### src/rtl/win7_pkg.sv
`default_nettype none

package win7_pkg;

  localparam int WIN       = 7;   // window edge
  localparam int PIX_W     = 8;
  localparam int POS_W     = 10;
  localparam int COL_SUM_W = 11;  // 7 * 255 = 1785
  localparam int SUM_W     = 14;  // 49 * 255 = 12495

  typedef logic [PIX_W-1:0] pixel_t;

  typedef logic [POS_W-1:0] coord_t;

  typedef struct packed {
    coord_t col;
    coord_t row;
  } pos_t;

  // one column of the window, index 0 is the oldest row
  typedef pixel_t [WIN-1:0] pixels_t;

  typedef struct packed {
    pixels_t pix;
    pos_t    pos;  // position of the bottom pixel
  } column_t;

  // column 0 oldest, column WIN-1 newest
  typedef pixels_t [WIN-1:0] window_t;

  typedef logic [COL_SUM_W-1:0] col_sum_t;

  typedef logic [SUM_W-1:0] sum_t;

endpackage

`default_nettype wire

### src/rtl/filter7x7_top.sv
`timescale 1ns/1ps
`default_nettype none

module filter7x7_top #(
  parameter int COLS = 10,
  parameter int ROWS = 8
) (
  input  wire                  clk,
  input  wire                  rst_n,
  input  wire                  pix_valid_i,
  input  win7_pkg::pixel_t     pix_i,
  output logic                 sum_valid_o,
  output win7_pkg::sum_t       sum_o,
  output logic                 frame_end_o
);

  logic              col_valid;
  win7_pkg::column_t col;
  logic              col_last;
  logic              win_valid;
  win7_pkg::window_t win;
  logic              win_last;

  line_buffer_7 #(
    .COLS (COLS),
    .ROWS (ROWS)
  ) u_line_buffer (
    .clk         (clk),
    .rst_n       (rst_n),
    .pix_valid_i (pix_valid_i),
    .pix_i       (pix_i),
    .col_valid_o (col_valid),
    .col_o       (col),
    .last_o      (col_last)
  );

  window_7x7 u_window (
    .clk         (clk),
    .rst_n       (rst_n),
    .col_valid_i (col_valid),
    .col_i       (col),
    .last_i      (col_last),
    .win_valid_o (win_valid),
    .win_o       (win),
    .last_o      (win_last)
  );

  window_sum_49 u_sum (
    .clk         (clk),
    .rst_n       (rst_n),
    .win_valid_i (win_valid),
    .win_i       (win),
    .last_i      (win_last),
    .sum_valid_o (sum_valid_o),
    .sum_o       (sum_o),
    .last_o      (frame_end_o)  // lags the last pixel by 4 cycles
  );

endmodule

`default_nettype wire

### src/rtl/line_buffer_7.sv
`timescale 1ns/1ps
`default_nettype none

module line_buffer_7 #(
  parameter int COLS = 10,
  parameter int ROWS = 8
) (
  input  wire                  clk,
  input  wire                  rst_n,
  input  wire                  pix_valid_i,
  input  win7_pkg::pixel_t     pix_i,
  output logic                 col_valid_o,
  output win7_pkg::column_t    col_o,
  output logic                 last_o
);

  localparam int AW    = (COLS > 1) ? $clog2(COLS) : 1;
  localparam int LINES = win7_pkg::WIN - 1;

  localparam win7_pkg::coord_t COL_MAX = win7_pkg::coord_t'(COLS - 1);
  localparam win7_pkg::coord_t ROW_MAX = win7_pkg::coord_t'(ROWS - 1);

  win7_pkg::pixel_t  line_mem [LINES][COLS];  // line 0 is six rows up
  win7_pkg::coord_t  col_cnt;
  win7_pkg::coord_t  row_cnt;
  logic [AW-1:0]     addr;
  logic              col_wrap;
  logic              row_wrap;
  win7_pkg::pixels_t stack;

  assign addr     = col_cnt[AW-1:0];
  assign col_wrap = (col_cnt == COL_MAX);
  assign row_wrap = (row_cnt == ROW_MAX);

  // older rows from the memories, current pixel on top
  always_comb begin
    for (int k = 0; k < LINES; k++) begin
      stack[k] = line_mem[k][addr];
    end
    stack[LINES] = pix_i;
  end

  // each line moves up one row at this column
  always_ff @(posedge clk) begin
    if (pix_valid_i) begin
      for (int k = 0; k < LINES; k++) begin
        line_mem[k][addr] <= stack[k+1];
      end
    end
  end

  always_ff @(posedge clk) begin
    if (!rst_n) begin
      col_cnt <= '0;
      row_cnt <= '0;
    end else if (pix_valid_i) begin
      if (col_wrap) begin
        col_cnt <= '0;
        if (row_wrap) begin
          row_cnt <= '0;  // next frame
        end else begin
          row_cnt <= row_cnt + 1'b1;
        end
      end else begin
        col_cnt <= col_cnt + 1'b1;
      end
    end
  end

  always_ff @(posedge clk) begin
    if (!rst_n) begin
      col_valid_o <= 1'b0;
      last_o      <= 1'b0;
    end else begin
      col_valid_o <= pix_valid_i;
      last_o      <= pix_valid_i && col_wrap && row_wrap;
    end
  end

  always_ff @(posedge clk) begin
    if (pix_valid_i) begin
      col_o.pix     <= stack;
      col_o.pos.col <= col_cnt;
      col_o.pos.row <= row_cnt;
    end
  end

endmodule

`default_nettype wire

### src/rtl/window_7x7.sv
`timescale 1ns/1ps
`default_nettype none

module window_7x7 (
  input  wire                  clk,
  input  wire                  rst_n,
  input  wire                  col_valid_i,
  input  win7_pkg::column_t    col_i,
  input  wire                  last_i,
  output logic                 win_valid_o,
  output win7_pkg::window_t    win_o,
  output logic                 last_o
);

  localparam win7_pkg::coord_t EDGE = win7_pkg::coord_t'(win7_pkg::WIN - 1);

  win7_pkg::window_t win_q;
  logic              col_full;
  logic              row_full;
  logic              win_full;

  // the newest column lies at least six columns and six rows in
  assign col_full = (col_i.pos.col >= EDGE);
  assign row_full = (col_i.pos.row >= EDGE);
  assign win_full = col_valid_i && col_full && row_full;

  // shift register of columns, newest enters at the top index
  always_ff @(posedge clk) begin
    if (col_valid_i) begin
      for (int c = 0; c < win7_pkg::WIN - 1; c++) begin
        win_q[c] <= win_q[c+1];
      end
      win_q[win7_pkg::WIN-1] <= col_i.pix;
    end
  end

  always_ff @(posedge clk) begin
    if (!rst_n) begin
      win_valid_o <= 1'b0;
      last_o      <= 1'b0;
    end else begin
      win_valid_o <= win_full;
      last_o      <= col_valid_i && last_i;  // frame end one stage on
    end
  end

  assign win_o = win_q;

endmodule

`default_nettype wire

### src/rtl/window_sum_49.sv
`timescale 1ns/1ps
`default_nettype none

module window_sum_49 (
  input  wire                  clk,
  input  wire                  rst_n,
  input  wire                  win_valid_i,
  input  win7_pkg::window_t    win_i,
  input  wire                  last_i,
  output logic                 sum_valid_o,
  output win7_pkg::sum_t       sum_o,
  output logic                 last_o
);

  win7_pkg::col_sum_t col_sum_d [win7_pkg::WIN];
  win7_pkg::col_sum_t col_sum_q [win7_pkg::WIN];
  win7_pkg::sum_t     total_d;
  win7_pkg::sum_t     sum_q;
  logic               valid_s1;
  logic               last_s1;
  logic               valid_s2;
  logic               last_s2;

  function automatic win7_pkg::col_sum_t col_total(input win7_pkg::pixels_t p);
    win7_pkg::col_sum_t acc;
    acc = '0;
    for (int r = 0; r < win7_pkg::WIN; r++) begin
      acc = acc + win7_pkg::col_sum_t'(p[r]);
    end
    return acc;
  endfunction

  always_comb begin
    for (int c = 0; c < win7_pkg::WIN; c++) begin
      col_sum_d[c] = col_total(win_i[c]);
    end
  end

  // stage one, seven column sums
  always_ff @(posedge clk) begin
    if (win_valid_i) begin
      for (int c = 0; c < win7_pkg::WIN; c++) begin
        col_sum_q[c] <= col_sum_d[c];
      end
    end
  end

  always_comb begin
    total_d = '0;
    for (int c = 0; c < win7_pkg::WIN; c++) begin
      total_d = total_d + win7_pkg::sum_t'(col_sum_q[c]);
    end
  end

  // stage two, window total
  always_ff @(posedge clk) begin
    if (valid_s1) begin
      sum_q <= total_d;
    end
  end

  always_ff @(posedge clk) begin
    if (!rst_n) begin
      valid_s1 <= 1'b0;
      last_s1  <= 1'b0;
      valid_s2 <= 1'b0;
      last_s2  <= 1'b0;
    end else begin
      valid_s1 <= win_valid_i;
      last_s1  <= last_i;
      valid_s2 <= valid_s1;
      last_s2  <= last_s1;
    end
  end

  assign sum_valid_o = valid_s2;
  assign sum_o       = sum_q;
  assign last_o      = last_s2;

endmodule

`default_nettype wire

### config.mk
export PLATFORM = sky130hd
export DESIGN_NAME = filter7x7_top
export DESIGN_NICKNAME = d
export VERILOG_FILES = /design/src/rtl/win7_pkg.sv /design/src/rtl/filter7x7_top.sv /design/src/rtl/line_buffer_7.sv /design/src/rtl/window_7x7.sv /design/src/rtl/window_sum_49.sv
export SDC_FILE = /design/constraint.sdc
export NUM_CORES = 1
export LEC_CHECK = 0
export BUFFER_PORTS_ARGS = -buffer_cell sky130_fd_sc_hd__buf_2
export CELL_PAD_IN_SITES_DETAIL_PLACEMENT = 0
export CELL_PAD_IN_SITES_GLOBAL_PLACEMENT = 1
export CORE_AREA = 3 3 245 368
export CTS_CLUSTER_DIAMETER = 150
export DETAILED_ROUTE_END_ITERATION = 8
export DIE_AREA = 0 0 248 371
export PLACE_DENSITY = 0.87
export SYNTH_ARGS = -nofsm -noshare
export SYNTH_HDL_FRONTEND = slang
export SYNTH_HIERARCHICAL = 1
export SYNTH_SLANG_ARGS = --single-unit
### constraint.sdc
create_clock -name clk -period 25.8 [get_ports clk]
set_input_delay 3.87 -clock clk [delete_from_list [all_inputs] [get_ports clk]]
set_output_delay 3.87 -clock clk [all_outputs]
set_load 0.005 [all_outputs]
==> flow_summary.toml, run 1 <==
[outcome]
status = "finished clean"

[global_route]
grt_pass1_wl_mm = 139
grt_pass1_vias = 25441
grt_max_degree = 88
grt-ovfl-total = 0
grtUsageTotal_pct = 20.0
antenna_found_initial = 0

[cts]
cts_buffer_depth = 3
clk_pin_slew_ns = 0.06
cts_buffers = 99
cts_setup_buffers = 0
htreeDepth = 3
cts_tree = "built"
root_buffer = "clkbuf_16"
cts_sinks = 1065
insertion_delay_ns = 0.67
cts_hold_buffers = 0
cts_resized = 0

[finish]
finalNetCount = 3380
area_delta_synth_final_pct = 10.6
n_fill_cell = 6158
multi_input_area_um2 = 13600
final_core_utilization_pct = 60.6
ff_latch_area_um2 = 31700
antenna_cells = 0
instances_no_fill = 4168
drive_gt1_share_pct = 10.6

[setup_path]
worst_path_max_delay_cell = "buf_4"
crit_family = "buffers and inverters"
worstSetupPathType = "primary input to flip-flop"
cp_common_cell = "buf_4"
cp-start-kind = "primary input"
crit_arrival_ns = 6.43
worstPathMaxFanout = 48
crit_required_ns = 26.09
crit_chain = "buf_4, buf_4, nand2b_1, nor2_1, and2_2, buf_4"
cp-end-kind = "flip-flop"
critPathMaxStageDelay_ns = 0.66
path_buf_inv = 3

[placed_design]
dp_cells = 3982
dp.final_hpwl_mm = 56.9
gp_congestion = 0.828
portBuffers = 26

[routing]
drtAntennaViolNets = 0
via_per_inst = 5.42
num_vias = 22599
initialDrtViolationCount = 1609
drc = 0
first_pass_iters = 5
avgRoutedWirePerCell_um = 21.0
routed_wl_mm = 87.4

[power_and_ir_drop]
fin_total_pwr_mw = 5.71
peakVddDrop_mv = 0.139
clock_power_share_pct = 26.9
combPwrFrac_pct = 34.7
power.internal_mw = 3.86
p_seq_share_pct = 38.4
swShare_pct = 32.4
pwr_density_cell_nw_per_um2 = 108
p_sw_mw = 1.85
leakagePower_nw = 20.1

[timing]
hold_viol_final = 0
hold_slack_ns = 0.419
slew-limit-headroom_pct = 11.2
clock_skew_ns = 0.0252
rsz0062_at_grt = "no"
tightest_slew_ns = 1.32
maxSlewViolCount = 0
setup_violations = 0
fin_crit_sh_pct = 23.8
fin_setup_tns_ns = 0
clock.fmax_mhz = 163
post-route-min-period_ns = 6.14

[yosys]
syn-cell-area_um2 = 47800
syn_avg_cell_area_um2 = 16.9
syn_nets = 3278
synth_cells = 2834
yosys_warnings = 6

[floorplan]
rows = 133
die_h_um = 371
dieArea_um2 = 92000
die_w_um = 248
io_pins = 27
core_um2 = 87400
initial_utilization_pct = 54.8

[hold_path]
min_path_type = "flip-flop to flip-flop"

[flow_run]
maxCapViolCount = 0
registers in the layout, summed over array words and instances (netlist names), 10 cells and up:
register / cells
u_sum/sum_o: 14
u_line_buffer/line_mem: 480
u_line_buffer/col_cnt: 10
u_line_buffer/col_o: 74
u_line_buffer/row_cnt: 10
u_sum/col_sum_q: 77
u_window/win_o: 392
cells in the final DEF (no fill, tap or decap), types with 7 or more instances in the layout:
cell type  count
nand3_1        8
nand4_1       11
or4_1          7
ha_1         125
mux4_2        96
clkbuf_1      13
a21oi_1       45
o31ai_1        7
o21ai_0       86
buf_4         24
nor3_1         8
and2_1        10
xor2_1        16
edfxtp_1    1037
inv_1        630
buf_2         25
nand2_1       27
nand2b_1      13
clkinv_1      21
nor2b_1       12
nor2_1        60
clkbuf_16    105
clkinv_2      18
a21o_1        10
a31oi_1        9
bufinv_16     16
a22oi_1       49
o211ai_1       7
fa_1         308
dfxtp_1       24
o21a_1         7
mux2i_1       49
xnor2_1       61
power by group through the flow:
stage / registers, mW / clock network [mW] / logic, mW
floorplan: 2.22 / 0 / 1.39
global placement: 2.22 / 0 / 1.88
detailed placement: 2.23 / 0 / 1.97
CTS: 2.19 / 1.56 / 1.99
global route: 2.20 / 1.63 / 2.19
finish: 2.19 / 1.53 / 1.98
final timing paths:
kind	from	end	slack (ns)	cells past startpoint
setup / recovery	pix_valid_i	u_line_buffer/line_mem[0][51]$_DFFE_PP_	19.66	6
hold / removal	u_line_buffer/col_o[44]$_DFFE_PP_	u_window/win_o[360]$_DFFE_PP_	0.42	0
setup reg to reg	u_window/win_o[0]$_DFFE_PP_	u_sum/col_sum_q[0][10]$_DFFE_PP_	20.70	16
hold reg to reg	u_line_buffer/col_o[44]$_DFFE_PP_	u_window/win_o[360]$_DFFE_PP_	0.42	0
metrics by stage:
step                      setup slack (ns)  instance area, um^2
after floorplan                      15.65                47800
after global placement               19.09                49400
after detailed placement             18.95                49400
after CTS                            19.66                52900
after global routing                 19.50                52900
final                                19.66                52900
worst register-to-register path, delay by kind of cell, from the launching register on:
kind / cells / cell delay (ns)
DFF: 1 / 0.32
adders and majority gates: 6 / 2.41
buffers and inverters: 2 / 0.10
and+or+nand+nor: 1 / 0.14
AOI/OAI and AO/OA: 7 / 1.87
per-layer routing:
metal / global-route usage (%) / wire [um] / part of all wire [%]
met5: 0 / 0 / 0
met4: 8.03 / 3090 / 3.5
met3: 2.68 / 3970 / 4.5
met2: 38.0 / 50000 / 57
met1: 22.3 / 30300 / 35
layout make-up:
class	instances	share of cell area (%)
clock buffer	122	5.16
clock inverter	64	1.42
inverter	630	4.47
multi-input combinational	1091	25.7
sequential	1065	59.9
tap	1147	2.71
timing repair buffer	49	0.577
No activity file was read; power rests on OpenSTA's default activity.
==> run 2: changes to the inputs <==
Clock period 25.8 ns to 6.4 ns, I/O delays scaled along.
==> flow_summary.toml, run 2 (synthesized netlist as in run 1, its figures left out) <==
[routing]
num_vias = 22406
met1_length_mm = 31.8
avgRoutedWirePerCell_um = 21.0
initialDrtViolationCount = 1573
drc = 0
dr_wl_met3_mm = 3.45
drtAntennaViolNets = 0
first_pass_iters = 5
route.met2.wl_mm = 49.4
routed_wl_mm = 87.5
highest_layer = "met4"
via_per_inst = 5.39

[placed_design]
dp_cells = 3978
gp_congestion = 0.847
portBuffers = 26
dpl_worst_slack_ns = 1.56
dp.final_hpwl_mm = 55.9

[global_route]
grt-ovfl-total = 0
grt_pass1_wl_mm = 138
grt_max_degree = 166
grtUsageTotal_pct = 19.9
grt_pass1_vias = 25154
antenna_found_initial = 0

[power_and_ir_drop]
p_seq_share_pct = 39.4
swShare_pct = 32.8
combPwrFrac_pct = 35.2
clock_power_share_pct = 25.4
leakagePower_nw = 19.9
pwr_density_cell_nw_per_um2 = 427
peakVddDrop_mv = 0.453
p_sw_mw = 7.36
power.internal_mw = 15.1

[timing]
setup_violations = 0
fin_setup_tns_ns = 0
rsz0062_at_grt = "no"
hold_viol_final = 0
post-route-min-period_ns = 4.84
worst_slack_ns = 1.56
maxSlewViolCount = 0
clock_skew_ns = 0.0236
slew-limit-headroom_pct = 17.2
fin_crit_sh_pct = 75.6
clock.fmax_mhz = 207
tightest_slew_ns = 1.23

[setup_path]
crit_path_start = "u_window/win_o[0]$_DFFE_PP_"
cp-start-kind = "flip-flop"
crit_arrival_ns = 5.24
crit_required_ns = 6.80
worstPathMaxFanout = 3
cp-end-kind = "flip-flop"
r2r_start = "u_window/win_o[0]$_DFFE_PP_"
r2r_cells = 16
worstSetupPathType = "flip-flop to flip-flop"

[hold_path]
min_path_type = "flip-flop to flip-flop"
worstHoldStart = "u_line_buffer/col_o[30]$_DFFE_PP_"
holdPathStages = 0

[finish]
largest_register = "u_line_buffer/line_mem"
final_common_cell = "edfxtp_1"
drive_gt1_share_pct = 10.2
largest_register_ffs = 480
antenna_cells = 0
layout_common_cells = "edfxtp_1 (1,037), inv_1 (630), fa_1 (308)"
area_delta_synth_final_pct = 9.95
n_fill_cell = 6208
finalNetCount = 3374
instances_no_fill = 4159

[floorplan]
io_pins = 27
rows = 133
die_w_um = 248
initial_utilization_pct = 54.8
die_h_um = 371
dieArea_um2 = 92000
core_um2 = 87400

[flow_run]
maxCapViolCount = 0

[cts]
cts_resized = 0
insertion_delay_ns = 0.65
cts_hold_buffers = 0
cts_sinks = 1065
cts_buffers = 97
htreeDepth = 3
root_buffer = "clkbuf_16"
cts_buffer_depth = 3
clk_pin_slew_ns = 0.06
cts_setup_buffers = 0
cts_tree = "built"

[outcome]
status = "finished clean"
run 2: changes by cell type in the layout (fill, tap and decap cells not counted), sizes merged:
cell      change
buf           -4
bufinv        -8
clkinv        -2
clkinvlp      +4
inv           +1
run 2: critical path: stages (launching register included):
cell	delay, ns
edfxtp_1	0.37
ha_1	0.22
inv_1	0.07
fa_1	0.20
nor2b_1	0.06
o21ai_0	0.35
a21boi_0	0.28
o31ai_1	0.32
a21bo_2	0.27
fa_1	0.46
fa_1	0.51
fa_1	0.51
inv_1	0.05
ha_1	0.29
a21boi_0	0.16
o31a_1	0.29
o22a_1	0.18
run 2: through the flow:
stage	hold WS [ns]	power, mW	cell area [um^2]	utilization (%)
floorplan	0.400	14.5	47800	-
global placement	0.402	16.5	49400	56.6
detailed placement	0.405	16.9	49400	56.6
CTS	0.421	22.6	52600	60.2
global route	0.430	23.8	52600	60.2
finish	0.416	22.4	52600	60.2
run 2: routing by layer:
metal | up-vias | global-route usage [%]
met5 | - | 0
met4 | 0 | 7.30
met1 | 11594 | 23.0
met2 | 529 | 37.4
met3 | 192 | 2.56
li1 | 10091 | -
run 2: worst paths after layout:
path,endpoint,slack (ns)
worst min register to register,u_window/win_o[346]$_DFFE_PP_,0.42
worst max-delay path,u_sum/col_sum_q[0][10]$_DFFE_PP_,1.56
worst min-delay path,u_window/win_o[346]$_DFFE_PP_,0.42
worst max register to register,u_sum/col_sum_q[0][10]$_DFFE_PP_,1.56
run 2: final cells by class:
type	count	area, um^2	share of cell area [%]
flip-flops and latches	1065	31700	60.3
repair buffers	45	313	0.595
inverters	630	2360	4.50
well taps	1147	1440	2.73
clock buffers	122	2590	4.93
clock inverters	59	561	1.07
multi-input cells	1091	13600	25.9
run 2: power groups by stage:
stage	registers (mW)	logic (mW)	clock network [mW]
after floorplan	8.94	5.60	0
after global routing	8.87	8.84	6.07
after CTS	8.84	7.97	5.82
after detailed placement	8.98	7.90	0
after global placement	8.96	7.58	0
final	8.83	7.90	5.71
